**src/hdl/a2_glue_macros.svh**
```systemverilog
`ifndef A2_GLUE_MACROS_SVH
`define A2_GLUE_MACROS_SVH

// Apple II bus data width
`define A2_DATA_W 8

// Emulated cards answering on the bus
`define NUM_CARDS 3

// Audio widths
`define AUDIO_SRC_W 10
`define AUDIO_OUT_W 16

// Depth of the bus clock synchronizer
`define SYNC_STAGES 2

// Clocks the button must hold still before the level is accepted
`define DEBOUNCE_CYCLES 10000

// Bus drive permissions
`define BUS_DATA_OUT_ENABLE 1
`define IRQ_OUT_ENABLE 1

`endif

```
**src/hdl/a2_bus_pkg.sv**
```systemverilog
`include "a2_glue_macros.svh"

package a2_bus_pkg;

    // Bus clocks recovered into the logic domain
    typedef struct packed {
        logic phi0;
        logic phi1;
        logic phi1_posedge;
        logic phi1_negedge;
        logic clk_2m_posedge;
        logic clk_7m;
        logic clk_7m_posedge;
        logic clk_7m_negedge;
        logic clk_14m_posedge;
    } a2_clk_t;

    // One card's reply to a bus cycle
    typedef struct packed {
        logic                  rd_en;
        logic [`A2_DATA_W-1:0] data;
        logic                  irq_n;
    } card_resp_t;

    // Index 0 serial, 1 sprite, 2 sound; lower index wins
    typedef card_resp_t [`NUM_CARDS-1:0] card_resp_vec_t;

    // What goes back onto the data bus
    typedef struct packed {
        logic                  data_out_en;
        logic [`A2_DATA_W-1:0] data_out;
    } bus_drive_t;

endpackage

```
**src/hdl/a2_audio_pkg.sv**
```systemverilog
`include "a2_glue_macros.svh"

package a2_audio_pkg;

    // Raw audio inputs, all unsigned
    typedef struct packed {
        logic                    speaker;
        logic [`AUDIO_SRC_W-1:0] ssp;
        logic [`AUDIO_SRC_W-1:0] mb_l;
        logic [`AUDIO_SRC_W-1:0] mb_r;
    } audio_src_t;

    // Mixed stereo sample
    typedef struct packed {
        logic [`AUDIO_OUT_W-1:0] left;
        logic [`AUDIO_OUT_W-1:0] right;
    } audio_sample_t;

    // Four-phase handoff to the sink
    typedef enum logic [1:0] {
        HS_IDLE,
        HS_REQ,
        HS_DROP
    } audio_hs_state_e;

endpackage

```
**src/hdl/phase_sync.sv**
```systemverilog
`include "a2_glue_macros.svh"

module phase_sync (
    input  logic clk_logic_w,
    input  logic reset_i,
    input  logic level_i,
    output logic level_o,
    output logic level_n_o,
    output logic posedge_o,
    output logic negedge_o
);

    logic [`SYNC_STAGES-1:0] sync_r;
    logic                    filt_r;
    logic                    filt_prev_r;
    logic                    samples_agree;

    // Shift in the asynchronous bus clock
    always_ff @(posedge clk_logic_w) begin
        if (reset_i) begin
            sync_r <= '0;
        end else begin
            sync_r <= {sync_r[`SYNC_STAGES-2:0], level_i};
        end
    end

    // A single-cycle glitch never shows up in both of the top two stages
    assign samples_agree = (sync_r[`SYNC_STAGES-1] == sync_r[`SYNC_STAGES-2]);

    always_ff @(posedge clk_logic_w) begin
        if (reset_i) begin
            filt_r      <= 1'b0;
            filt_prev_r <= 1'b0;
        end else begin
            if (samples_agree) begin
                filt_r <= sync_r[`SYNC_STAGES-1];
            end
            filt_prev_r <= filt_r;
        end
    end

    assign level_o   = filt_r;
    assign level_n_o = ~filt_r;

    // Strobes line up with the cycle the filtered level changes
    assign posedge_o = filt_r & ~filt_prev_r;
    assign negedge_o = ~filt_r & filt_prev_r;

    // Two agreeing samples are needed, so edges never land on back-to-back cycles
    a_edges_spaced: assert property (
        @(posedge clk_logic_w) disable iff (reset_i)
        (posedge_o || negedge_o) |=> !(posedge_o || negedge_o)
    );

endmodule

```
**src/hdl/card_bus_arbiter.sv**
```systemverilog
`include "a2_glue_macros.svh"

module card_bus_arbiter
    import a2_bus_pkg::*;
(
    input  logic                  clk_logic_w,
    input  logic                  reset_i,
    input  card_resp_vec_t        resp_i,
    input  logic [`A2_DATA_W-1:0] bus_data_i,
    output bus_drive_t            drive_o,
    output logic                  irq_n_o
);

    logic                  any_rd;
    logic                  irq_all_n;
    logic [`A2_DATA_W-1:0] sel_data;

    logic                  data_out_en_r;
    logic [`A2_DATA_W-1:0] data_out_r;
    logic                  irq_n_r;

    // Walk from the lowest priority up so the serial card overrides the rest
    always_comb begin
        sel_data  = bus_data_i;
        any_rd    = 1'b0;
        irq_all_n = 1'b1;
        for (int i = `NUM_CARDS - 1; i >= 0; i--) begin
            if (resp_i[i].rd_en) begin
                sel_data = resp_i[i].data;
            end
            any_rd    = any_rd | resp_i[i].rd_en;
            // Wired-AND of the open-drain interrupt lines
            irq_all_n = irq_all_n & resp_i[i].irq_n;
        end
    end

    always_ff @(posedge clk_logic_w) begin
        if (reset_i) begin
            data_out_en_r <= 1'b0;
            irq_n_r       <= 1'b1;
        end else begin
            data_out_en_r <= any_rd && (`BUS_DATA_OUT_ENABLE != 0);
            irq_n_r       <= (`IRQ_OUT_ENABLE != 0) ? irq_all_n : 1'b1;
        end
    end

    always_ff @(posedge clk_logic_w) begin
        data_out_r <= sel_data;
    end

    assign drive_o = '{data_out_en: data_out_en_r, data_out: data_out_r};
    assign irq_n_o = irq_n_r;

    // The serial card always wins when it reads
    a_serial_wins: assert property (
        @(posedge clk_logic_w) disable iff (reset_i)
        $past(resp_i[0].rd_en) |-> drive_o.data_out == $past(resp_i[0].data)
    );

endmodule

```
**src/hdl/audio_mixer.sv**
```systemverilog
`include "a2_glue_macros.svh"

module audio_mixer
    import a2_audio_pkg::*;
(
    input  logic          clk_logic_w,
    input  logic          reset_i,
    input  audio_src_t    src_i,
    output audio_sample_t sample_o,
    output logic          sample_req_o,
    input  logic          sample_ack_i
);

    // Zero bits above a card source once it has been moved up by 3
    localparam int PAD_W = `AUDIO_OUT_W - `AUDIO_SRC_W - 3;

    logic [`AUDIO_OUT_W-1:0] speaker_ext;
    logic [`AUDIO_OUT_W-1:0] ssp_ext;
    logic [`AUDIO_OUT_W-1:0] mb_l_ext;
    logic [`AUDIO_OUT_W-1:0] mb_r_ext;
    audio_sample_t           mix;

    audio_hs_state_e         state_r;
    audio_sample_t           sample_r;

    // Cards go up by 3, the speaker sits at bit 12
    assign speaker_ext = {{(`AUDIO_OUT_W - 13){1'b0}}, src_i.speaker, 12'b0};
    assign ssp_ext     = {{PAD_W{1'b0}}, src_i.ssp, 3'b000};
    assign mb_l_ext    = {{PAD_W{1'b0}}, src_i.mb_l, 3'b000};
    assign mb_r_ext    = {{PAD_W{1'b0}}, src_i.mb_r, 3'b000};

    // Worst case sum stays well below 16 bits
    assign mix.left  = ssp_ext + mb_l_ext + speaker_ext;
    assign mix.right = ssp_ext + mb_r_ext + speaker_ext;

    // Handoff FSM
    always_ff @(posedge clk_logic_w) begin
        if (reset_i) begin
            state_r <= HS_IDLE;
        end else begin
            case (state_r)
                HS_IDLE: begin
                    // Wait out a sink that still holds ack from last time
                    if (!sample_ack_i) begin
                        state_r <= HS_REQ;
                    end
                end
                HS_REQ: begin
                    if (sample_ack_i) begin
                        state_r <= HS_DROP;
                    end
                end
                HS_DROP: begin
                    if (!sample_ack_i) begin
                        state_r <= HS_IDLE;
                    end
                end
                default: begin
                    state_r <= HS_IDLE;
                end
            endcase
        end
    end

    // Capture on the same edge that raises req
    always_ff @(posedge clk_logic_w) begin
        if (state_r == HS_IDLE && !sample_ack_i) begin
            sample_r <= mix;
        end
    end

    assign sample_o     = sample_r;
    assign sample_req_o = (state_r == HS_REQ);

    a_sample_stable: assert property (
        @(posedge clk_logic_w) disable iff (reset_i)
        sample_req_o && $past(sample_req_o) |-> sample_o == $past(sample_o)
    );

    a_no_req_under_ack: assert property (
        @(posedge clk_logic_w) disable iff (reset_i)
        $rose(sample_req_o) |-> !$past(sample_ack_i)
    );

endmodule

```
**src/hdl/overlay_button.sv**
```systemverilog
`include "a2_glue_macros.svh"

module overlay_button (
    input  logic clk_logic_w,
    input  logic reset_i,
    input  logic button_i,
    output logic overlay_en_o
);

    localparam int CNT_W = $clog2(`DEBOUNCE_CYCLES + 1);

    logic             button_sync_r;
    logic [CNT_W-1:0] stable_cnt_r;
    logic             debounced_r;
    logic             debounced_prev_r;
    logic             overlay_en_r;
    logic             press;

    // Single flop is enough for a slow mechanical input
    always_ff @(posedge clk_logic_w) begin
        if (reset_i) begin
            button_sync_r <= 1'b0;
        end else begin
            button_sync_r <= button_i;
        end
    end

    // Count how long the raw level has differed from the accepted one
    always_ff @(posedge clk_logic_w) begin
        if (reset_i) begin
            stable_cnt_r <= '0;
            debounced_r  <= 1'b0;
        end else if (button_sync_r == debounced_r) begin
            stable_cnt_r <= '0;
        end else if (stable_cnt_r == CNT_W'(`DEBOUNCE_CYCLES - 1)) begin
            stable_cnt_r <= '0;
            debounced_r  <= button_sync_r;
        end else begin
            stable_cnt_r <= stable_cnt_r + 1'b1;
        end
    end

    assign press = debounced_r & ~debounced_prev_r;

    // Each press flips the overlay
    always_ff @(posedge clk_logic_w) begin
        if (reset_i) begin
            debounced_prev_r <= 1'b0;
            overlay_en_r     <= 1'b0;
        end else begin
            debounced_prev_r <= debounced_r;
            if (press) begin
                overlay_en_r <= ~overlay_en_r;
            end
        end
    end

    assign overlay_en_o = overlay_en_r;

endmodule

```
**src/hdl/a2_card_glue_top.sv**
```systemverilog
`include "a2_glue_macros.svh"

module a2_card_glue_top
    import a2_bus_pkg::*;
    import a2_audio_pkg::*;
(
    input  logic                  clk_logic_w,
    input  logic                  reset_i,
    input  logic                  a2_phi1_i,
    input  logic                  a2_7m_i,
    output a2_clk_t               a2_clk_o,
    input  card_resp_vec_t        resp_i,
    input  logic [`A2_DATA_W-1:0] bus_data_i,
    output bus_drive_t            drive_o,
    output logic                  irq_n_o,
    input  audio_src_t            src_i,
    output audio_sample_t         sample_o,
    output logic                  sample_req_o,
    input  logic                  sample_ack_i,
    input  logic                  button_i,
    output logic                  overlay_en_o
);

    logic phi1_w;
    logic phi0_w;
    logic phi1_pos_w;
    logic phi1_neg_w;
    logic clk_7m_w;
    logic clk_7m_pos_w;
    logic clk_7m_neg_w;

    // Phi1 from the bus, Phi0 comes out as its inverse
    phase_sync phi1_sync (
        .clk_logic_w (clk_logic_w),
        .reset_i     (reset_i),
        .level_i     (a2_phi1_i),
        .level_o     (phi1_w),
        .level_n_o   (phi0_w),
        .posedge_o   (phi1_pos_w),
        .negedge_o   (phi1_neg_w)
    );

    phase_sync clk_7m_sync (
        .clk_logic_w (clk_logic_w),
        .reset_i     (reset_i),
        .level_i     (a2_7m_i),
        .level_o     (clk_7m_w),
        .level_n_o   (),
        .posedge_o   (clk_7m_pos_w),
        .negedge_o   (clk_7m_neg_w)
    );

    // Both edges of a clock make a strobe at twice its rate
    assign a2_clk_o = '{
        phi0:            phi0_w,
        phi1:            phi1_w,
        phi1_posedge:    phi1_pos_w,
        phi1_negedge:    phi1_neg_w,
        clk_2m_posedge:  phi1_pos_w | phi1_neg_w,
        clk_7m:          clk_7m_w,
        clk_7m_posedge:  clk_7m_pos_w,
        clk_7m_negedge:  clk_7m_neg_w,
        clk_14m_posedge: clk_7m_pos_w | clk_7m_neg_w
    };

    card_bus_arbiter u_arbiter (
        .clk_logic_w (clk_logic_w),
        .reset_i     (reset_i),
        .resp_i      (resp_i),
        .bus_data_i  (bus_data_i),
        .drive_o     (drive_o),
        .irq_n_o     (irq_n_o)
    );

    audio_mixer u_mixer (
        .clk_logic_w  (clk_logic_w),
        .reset_i      (reset_i),
        .src_i        (src_i),
        .sample_o     (sample_o),
        .sample_req_o (sample_req_o),
        .sample_ack_i (sample_ack_i)
    );

    overlay_button u_button (
        .clk_logic_w  (clk_logic_w),
        .reset_i      (reset_i),
        .button_i     (button_i),
        .overlay_en_o (overlay_en_o)
    );

endmodule

```
**config.mk**
```make
export PLATFORM = sky130hd
export DESIGN_NAME = a2_card_glue_top
export DESIGN_NICKNAME = d
export VERILOG_FILES = /design/src/hdl/a2_bus_pkg.sv /design/src/hdl/a2_audio_pkg.sv /design/src/hdl/phase_sync.sv /design/src/hdl/card_bus_arbiter.sv /design/src/hdl/audio_mixer.sv /design/src/hdl/overlay_button.sv /design/src/hdl/a2_card_glue_top.sv
export VERILOG_INCLUDE_DIRS = /design/src /design/src/hdl
export SDC_FILE = /design/constraint.sdc
export NUM_CORES = 1
export LEC_CHECK = 0
export ABC_CLOCK_PERIOD_IN_PS = 7600
export BUFFER_PORTS_ARGS = -buffer_cell sky130_fd_sc_hd__buf_4
export CAP_MARGIN = 10
export CORE_MARGIN = 4
export CORE_UTILIZATION = 35
export DETAILED_ROUTE_END_ITERATION = 10
export GPL_TIMING_DRIVEN = 1
export PLACE_DENSITY = 0.64
export SLEW_MARGIN = 15
export SYNTH_ARGS = -nofsm -noshare
export SYNTH_HDL_FRONTEND = slang
export SYNTH_SLANG_ARGS = --single-unit
```
**constraint.sdc**
```tcl
create_clock -name clk_logic_w -period 7.6 [get_ports clk_logic_w]
set_input_delay 0.38 -clock clk_logic_w [delete_from_list [all_inputs] [get_ports clk_logic_w]]
set_output_delay 0.38 -clock clk_logic_w [all_outputs]
set_load 0.03 [all_outputs]
```
==> metrics.md, run 1 <==
| Metric | Value |
|---|---|
| Count of inserted antenna diode cells | `0` |
| Layout area overhead | `33.4%` |
| Max-Cap Viols | `0` |
| Clock sinks | `62` |
| Start point of the worst hold path | `sample_ack_i` |
| Ratio of routed vias to standard cells | `4.88` |
| Endpoint type of the worst setup path | `flip-flop` |
| Main flop type after synthesis | `sky130_fd_sc_hd__dfxtp_1` |
| Relative slew margins | `0.375` |
| Summed area of non-filler cells in the final layout | `4390 um^2` |
| Maximum buffer depth of the clock tree | `2` |
| Final Cycle Share | `0.357` |
| First-pass GRT wire length | `12.4 mm` |
| Final max-slew violation count | `0` |
| Post-detail-place hpwl | `6.23 mm` |
| Die extent in y | `105 um` |
| Data required time at the worst endpoint | `7.69 ns` |
| Number of enable flip-flop cells after synthesis | `24` |
| Startpoint of the most critical register-to-register path | `u_button.stable_cnt_r[11]$_SDFF_PP0_` |
| Share of synthesized registers carrying an async set or reset | `0` |
| Slowest CP cell | `sky130_fd_sc_hd__a2111oi_0` |
| Initial Util | `0.358` |
| Overall power of the completed layout | `0.855 mW` |
| Worst slack at placement | `4.51 ns` |
| Cell breakdown of the critical path | `buf_4, ha_1, fa_1, a21o_1, a2111oi_0, o21ai_0, a21o_1, ha_1` |
| Period minus WS final | `2.71 ns` |
| Library cell with the largest summed area after synthesis | `sky130_fd_sc_hd__dfxtp_1` |
| Total Wirelength | `7.68 mm` |
| Buffers and inverters on the worst path | `1` |
| Top cell type's share of synthesized area | `0.231` |
| Unrepaired setup endpoints after global routing | `false` |
| Via count of the first global-routing pass | `2,655` |
| Worst min path class | `in -> reg` |
| Placeable core region | `9200 um^2` |
| Mean area per synthesized cell | `10.1 um^2` |
| Total of hold buffers inserted after clock tree synthesis | `0` |
| Worst endpoint data arrival time | `2.80 ns` |
| Via count | `2,719` |
| Antenna violations before repair | `0` |
| Worst setup path startpoint | `src_i[10]` |
| Count of pins on the block boundary | `128` |
| Clock latency reported for the late side of the worst-skew pair | `0.34 ns` |
| Element type at the critical path start | `input port` |
| Leakage component of the power | `1.94 nW` |
| Cell family contributing the most delay on the critical path | `compound AO/OA/AOI/OAI gates` |
| CP max FO | `3` |
| Horizontal extent of the die | `105 um` |
| Worst clock skew | `0.0124 ns` |
| H-tree levels | `3` |
| Peak VDD IR | `0.0793 mV` |
| Number of buffers inserted by post-CTS setup repair | `0` |
| Post-place instance area | `4210 um^2` |
| Highest attainable clock frequency | `0.369 GHz` |
| Synth Cell Area | `3290 um^2` |
| Count of final setup violators | `0` |
| Total negative slack for setup checks | `0 ns` |
| Final antenna-violating net count | `0` |
| PwrDens | `195 nW/um^2` |
| Iteration-0 DRC count of the detailed router | `79` |
| Count of unresolved DRC violations after routing | `0` |
| Fraction of the yosys area taken by sequential cells | `0.450` |
| Top cells by area in the synthesized netlist | `sky130_fd_sc_hd__dfxtp_1 23%, sky130_fd_sc_hd__edfxtp_1 22%, sky130_fd_sc_hd__ha_1 11%` |
| Post-layout worst setup margin | `4.89 ns` |
| FF+latch count, synth | `62` |
| Number of warnings reported in the yosys synthesis log | `0` |
| Row count | `35` |
| Final Hold Vio Count | `0` |
| Worst Hold Margin | `0.215 ns` |
| Cts bufs inserted | `9` |
| Worst Max-Slew Pin Slew | `0.913 ns` |
| Number of standard cells after synthesis | `327` |
| Yosys cell types | `44` |
| Layout cell share with drive strength beyond 1 | `0.318` |
| Leading cell types by count after synthesis | `38 x sky130_fd_sc_hd__dfxtp_1, 33 x sky130_fd_sc_hd__nor2_1, 29 x sky130_fd_sc_hd__ha_1` |
| Pin count of the biggest net entering global routing | `25` |
| Crit path kind | `in -> reg` |
| GRT Util Overall | `0.140` |
| Root Driver | `sky130_fd_sc_hd__clkbuf_8` |
| CTS tree | `done` |
| Final Net Count | `548` |
| Wire length per cell | `13.8 um` |
| Run status | `complete, no violations` |
| Stage delay of the slowest cell on the critical path | `0.79 ns` |
| Most frequent cell after synthesis | `sky130_fd_sc_hd__dfxtp_1` |
| DRT Pass-1 Iters | `4` |
| Grt total ovfl | `0` |
| PostCTS Resize Cnt | `0` |
| Gp weighted congestion | `0.797` |
| CTS clock-pin slew for the worst setup and hold paths | `0.07 ns` |
| Count of port buffers added during placement | `119` |
| Die outline area | `11,000 um^2` |
[worst paths after layout]
kind | to | slack, ns | cells past startpoint
max | u_mixer.sample_o[29]$_DFFE_PP_ | 4.89 | 8
min reg2reg | phi1_sync.level_o$_SDFFE_PP0N_ | 0.48 | 2
min | u_mixer.state_r[0]$_SDFFE_PP0P_ | 0.21 | 2
max reg2reg | u_button.stable_cnt_r[11]$_SDFF_PP0_ | 5.75 | 4
[cells by family (layout without fill, tap and decap cells)]
| logic type | count (synthesis) | in the layout | share of synthesized area |
|---|---|---|---|
| compound gates | 58 | 58 | 0.108 |
| xor+xnor | 29 | 29 | 0.0771 |
| fa+ha+maj | 31 | 31 | 0.122 |
| buf+inv | 35 | 147 | 0.0604 |
| flops | 62 | 62 | 0.450 |
| mux | 9 | 9 | 0.0274 |
| other cells | 1 | 8 | 0.00114 |
| simple gates | 102 | 102 | 0.154 |
[power breakdown]
part | total, mW | switching, mW | internal (mW)
sequential | 0.383 | 0.00816 | 0.375
clock | 0.265 | 0.128 | 0.137
combinational | 0.207 | 0.117 | 0.0903
total | 0.855 | 0.253 | 0.603
[metrics by stage]
stage,util,std cells
floorplan,-,334
global placement,0.458,542
detailed placement,0.458,542
CTS,0.478,557
global route,0.478,557
finish,0.478,557
[registers in the layout (all words and copies together), names as in the netlist, 2 cells and up]
| signal | flops |
|---|---|
| u_mixer.state_r | 2 |
| u_mixer.sample_o | 24 |
| phi1_sync.sync_r | 2 |
| u_button.stable_cnt_r | 14 |
| clk_7m_sync.sync_r | 2 |
| u_arbiter.data_out_r | 8 |
[layer usage]
layer / share of wire / vias to the layer above / GRT usage / wire length, um
li1: - / 1361 / - / -
met1: 0.42 / 1282 / 0.160 / 3230
met2: 0.51 / 61 / 0.245 / 3900
met3: 0.052 / 15 / 0.0439 / 396
met4: 0.020 / 0 / 0.0497 / 153
met5: 0 / - / 0 / 0
[area by class of cell]
type	instances	area [um^2]
fill	891	4800
multi-input combinational	237	1640
sequential	62	1480
timing repair buffer	120	901
clock buffer	11	153
tap	111	139
inverter	12	45.0
clock inverter	4	31.3
[worst reg2reg max path, stage by stage (launching register included)]
cell                      delay (ns)
sky130_fd_sc_hd__dfxtp_1        0.33
sky130_fd_sc_hd__or4b_1         0.51
sky130_fd_sc_hd__or4_4          0.57
sky130_fd_sc_hd__nand2_2        0.23
sky130_fd_sc_hd__nor2_1         0.09
[cells in the final DEF, fill, tap and decap left out, types with 2 or more instances in the layout]
cell,n
sky130_fd_sc_hd__nand4_1,5
sky130_fd_sc_hd__xor2_1,10
sky130_fd_sc_hd__dfxtp_1,38
sky130_fd_sc_hd__clkinv_4,3
sky130_fd_sc_hd__o211ai_1,3
sky130_fd_sc_hd__or2_2,2
sky130_fd_sc_hd__a21o_1,6
sky130_fd_sc_hd__mux2i_1,9
sky130_fd_sc_hd__fa_1,2
sky130_fd_sc_hd__nand3_1,10
sky130_fd_sc_hd__a21oi_1,20
sky130_fd_sc_hd__a211oi_1,2
sky130_fd_sc_hd__inv_1,12
sky130_fd_sc_hd__xnor2_1,19
sky130_fd_sc_hd__edfxtp_1,24
sky130_fd_sc_hd__nor2b_1,10
sky130_fd_sc_hd__conb_1,8
sky130_fd_sc_hd__nor2_1,33
sky130_fd_sc_hd__buf_4,120
sky130_fd_sc_hd__o2111ai_1,3
sky130_fd_sc_hd__ha_1,29
sky130_fd_sc_hd__nor3_1,10
sky130_fd_sc_hd__a31o_2,2
sky130_fd_sc_hd__clkbuf_8,9
sky130_fd_sc_hd__nand2_1,15
sky130_fd_sc_hd__o21ai_0,16
sky130_fd_sc_hd__or3_1,2
sky130_fd_sc_hd__and3_1,4
(Power assumes the default switching activity.)
==> run 2, diff against run 1 <==
--- a/config.mk
+++ b/config.mk
@@ -6,14 +6,15 @@
 export SDC_FILE = /design/constraint.sdc
 export NUM_CORES = 1
 export LEC_CHECK = 0
-export ABC_CLOCK_PERIOD_IN_PS = 7600
+export ABC_AREA = 1
+export ABC_CLOCK_PERIOD_IN_PS = 2220
 export BUFFER_PORTS_ARGS = -buffer_cell sky130_fd_sc_hd__buf_4
 export CAP_MARGIN = 10
 export CORE_MARGIN = 4
 export CORE_UTILIZATION = 35
 export DETAILED_ROUTE_END_ITERATION = 10
 export GPL_TIMING_DRIVEN = 1
-export PLACE_DENSITY = 0.64
+export PLACE_DENSITY = 0.65
 export SLEW_MARGIN = 15
 export SYNTH_ARGS = -nofsm -noshare
 export SYNTH_HDL_FRONTEND = slang
==> constraint.sdc (replaced) <==
create_clock -name clk_logic_w -period 2.22 [get_ports clk_logic_w]
set_input_delay 0.111 -clock clk_logic_w [delete_from_list [all_inputs] [get_ports clk_logic_w]]
set_output_delay 0.111 -clock clk_logic_w [all_outputs]
set_load 0.03 [all_outputs]
==> run 2 against run 1 <==
  * Total power increased to 3.5 times the previous value
  * Critical path depth increased by 2
  * Design area increased by 8.8%
  * Clock skew decreased by 0.0035 ns
  * Register-to-register slack got worse by 5.0 ns
==> metrics.md, run 2 <==
| Metric | Value |
|---|---|
| Run status | `complete, no violations` |
| Leakage component of the power | `2.29 nW (+18%)` |
| Gp weighted congestion | `0.853 (+7.0%)` |
| Unrepaired setup endpoints after global routing | `false` |
| Die extent in y | `109 um (+3.5%)` |
| Root Driver | `sky130_fd_sc_hd__clkbuf_8` |
| Buffers and inverters on the worst path | `2 (+1)` |
| Highest metal layer used by the detailed router | `met4` |
| Wire length per cell | `12.3 um (-11%)` |
| Peak VDD IR | `0.284 mV (+260%)` |
| Antenna violations before repair | `0 (unchanged)` |
| Total Wirelength | `8.72 mm (+14%)` |
| Final max-slew violation count | `0 (unchanged)` |
| Main flop type after synthesis | `sky130_fd_sc_hd__dfxtp_1` |
| Crit path kind | `in -> reg` |
| PostCTS Resize Cnt | `0 (unchanged)` |
| Count of unresolved DRC violations after routing | `0 (unchanged)` |
| Clock latency reported for the late side of the worst-skew pair | `0.34 ns (about the same)` |
| Total negative slack for setup checks | `0 ns (unchanged)` |
| Row count | `36 (+2.9%)` |
| First-pass GRT wire length | `14.3 mm (+15%)` |
| Library cell with the largest summed area after synthesis | `sky130_fd_sc_hd__dfxtp_1` |
| Most common cell after layout, fill and taps aside | `sky130_fd_sc_hd__buf_4` |
| Fraction of the yosys area taken by sequential cells | `0.417 (-0.0324)` |
| H-tree levels | `3 (unchanged)` |
| Final Net Count | `677 (+24%)` |
| Number of enable flip-flop cells after synthesis | `24 (unchanged)` |
| PwrDens | `620 nW/um^2 (+220%)` |
| Mean area per synthesized cell | `7.97 um^2 (-21%)` |
| Iteration-0 DRC count of the detailed router | `107 (+35%)` |
| GRT Util Overall | `0.155 (+0.0149)` |
| Final cell count without fillers | `709 (+27%)` |
| Element type at the critical path start | `input port` |
| Ratio of routed vias to standard cells | `4.54 (-7.1%)` |
| Worst min path class | `in -> reg` |
| Met2 wirelength from detailed routing | `4.28 mm (+9.8%)` |
| Placed cell count | `685 (+26%)` |
| Count of final setup violators | `0 (unchanged)` |
| Summed area of non-filler cells in the final layout | `4780 um^2 (+8.8%)` |
| Period minus WS final | `1.68 ns` |
| CP max FO | `3 (unchanged)` |
| Via count of the first global-routing pass | `3,068 (+16%)` |
| Data required time at the worst endpoint | `2.32 ns (-5.37 ns)` |
| Final antenna-violating net count | `0 (unchanged)` |
| Most frequent cell on the critical path | `sky130_fd_sc_hd__nand2_1` |
| Cell breakdown of the critical path | `buf_4, ha_1, fa_1, nand3_1, nand2_1, a21oi_1, inv_1, nand2_1, nand2_1, ha_1` |
| Met1 wire length | `3.62 mm (+12%)` |
| Clock sinks | `62 (unchanged)` |
| Most frequent cell after synthesis | `sky130_fd_sc_hd__nand2_1` |
| Synth Cell Area | `3550 um^2 (+7.8%)` |
| Met3 wire length | `645 um (+63%)` |
| CTS clock-pin slew for the worst setup and hold paths | `0.08 ns (about the same)` |
| Post-place instance area | `4510 um^2 (+7.1%)` |
| FF+latch count, synth | `62 (unchanged)` |
| CTS tree | `done` |
| Count of port buffers added during placement | `119 (unchanged)` |
| Horizontal extent of the die | `109 um (+3.5%)` |
| Die outline area | `11,800 um^2 (+7.2%)` |
| Number of standard cells after synthesis | `445 (+36%)` |
| Via count | `3,216 (+18%)` |
| Slowest CP cell | `sky130_fd_sc_hd__fa_1` |
| Max-Cap Viols | `0 (unchanged)` |
| Grt total ovfl | `0 (unchanged)` |
| Stage delay of the slowest cell on the critical path | `0.44 ns (-0.35 ns)` |
| Share of synthesized registers carrying an async set or reset | `0 (unchanged)` |
| Highest attainable clock frequency | `0.596 GHz` |
| Largest register FFs | `24 (unchanged)` |
| Top cell type's share of synthesized area | `0.214 (-0.0166)` |
| Endpoint type of the worst setup path | `flip-flop` |
| Placeable core region | `9820 um^2 (+6.8%)` |
| Cts bufs inserted | `9 (unchanged)` |
| Count of pins on the block boundary | `128 (unchanged)` |
| Cell family contributing the most delay on the critical path | `adder cells` |
| Layout cell share with drive strength beyond 1 | `0.262 (-0.0562)` |
| Layout area overhead | `34.7%` |
| Count of inserted antenna diode cells | `0 (unchanged)` |
| Pin count of the biggest net entering global routing | `25 (unchanged)` |
| Overall power of the completed layout | `2.97 mW (+250%)` |
| Initial Util | `0.361 (+0.00327)` |
| Yosys cell types | `31 (-30%)` |
| Worst clock skew | `0.00885 ns (-0.00354 ns)` |
| Maximum buffer depth of the clock tree | `2 (unchanged)` |
| Commonest non-fill, non-tap cells in the layout | `120 x sky130_fd_sc_hd__buf_4, 98 x sky130_fd_sc_hd__nand2_1, 60 x sky130_fd_sc_hd__nor2_1` |
| Leading cell types by count after synthesis | `98 x sky130_fd_sc_hd__nand2_1, 60 x sky130_fd_sc_hd__nor2_1, 57 x sky130_fd_sc_hd__inv_1` |
| Final Hold Vio Count | `0 (unchanged)` |
| Final Cycle Share | `0.756` |
| Number of warnings reported in the yosys synthesis log | `0 (unchanged)` |
| Top cells by area in the synthesized netlist | `sky130_fd_sc_hd__dfxtp_1 21%, sky130_fd_sc_hd__edfxtp_1 20%, sky130_fd_sc_hd__nand2_1 10%` |
| Post-detail-place hpwl | `7.00 mm (+12%)` |
| DRT Pass-1 Iters | `4 (unchanged)` |
| Number of buffers inserted by post-CTS setup repair | `0 (unchanged)` |
| Worst endpoint data arrival time | `1.77 ns (-1.03 ns)` |
[run 2: cell count changes after synthesis, sizes merged, moves of 7 or more]
cell / delta
nor2b: -10
or2: +7
nand2: +83
inv: +45
nor2: +30
xnor2: -16
nor3: -8
a21oi: +10
nand3: +15
mux2i: -9
o21ai: -14
[run 2: repair_timing]
item	in CTS	in global routing
endpoints found under the setup margin	0	0
hold buffers	8	0
hold endpoints to repair	7	0
[run 2: worst paths after layout]
check                                            from                                    to  slack, ns  cells after the start
hold reg to reg        phi1_sync.sync_r[0]$_SDFF_PP0_        phi1_sync.sync_r[1]$_SDFF_PP0_       0.43                      2
setup / recovery                            src_i[10]        u_mixer.sample_o[29]$_DFFE_PP_       0.54                     10
hold / removal                                reset_i      clk_7m_sync.sync_r[0]$_SDFF_PP0_       0.03                      2
setup reg to reg  u_button.stable_cnt_r[0]$_SDFF_PP0_  u_button.stable_cnt_r[12]$_SDFF_PP0_       0.74                      6
[run 2: per-stage QoR]
stage | util | worst slack (ns) | hold WS (ns)
2_1_floorplan | - | 0.478 | 0.188
3_3_place_gp | 0.459 | 0.227 | 0.312
3_5_place_dp | 0.459 | 0.192 | 0.320
4_1_cts | 0.487 | 0.566 | 0.00276
5_1_grt | 0.487 | 0.448 | 0.00857
6_report | 0.487 | 0.543 | 0.0270
[run 2: kinds of logic (layout without fill, tap and decap cells)]
logic type | Yosys count | count (layout) | share of synthesized area
other cells | 1 | 8 | 0.00106
xor+xnor | 17 | 17 | 0.0420
fa+ha+maj | 31 | 31 | 0.114
compound gates | 47 | 47 | 0.0765
simple gates | 207 | 207 | 0.245
flops | 62 | 62 | 0.417
buf+inv | 80 | 204 | 0.104
[run 2: area by class of cell]
cell class                 count  area (um^2)
tap                          133          166
sequential                    62         1480
multi-input combinational    310         1730
clock inverter                 6         43.8
inverter                      60          225
clock buffer                  10          149
fill                         977         5040
timing repair buffer         128          981
[run 2: power by group]
part / internal, mW / switching [mW] / leakage [nW]
logic: 0.302 / 0.427 / 1.65
registers: 1.28 / 0.0234 / 0.542
clock network: 0.476 / 0.461 / 0.0978
[run 2: routing by layer]
metal  global-route usage  up-vias
met5                    0        -
met4               0.0613        0
met3               0.0456       12
met2                0.258      111
met1                0.188     1427
li1                     -     1666
[run 2: worst reg2reg max path: cells and delay by family (launching register included)]
kind	cells	cell delay (ns)
DFF	1	0.38
adders and majority gates	1	0.27
and+or+nand+nor	5	0.71
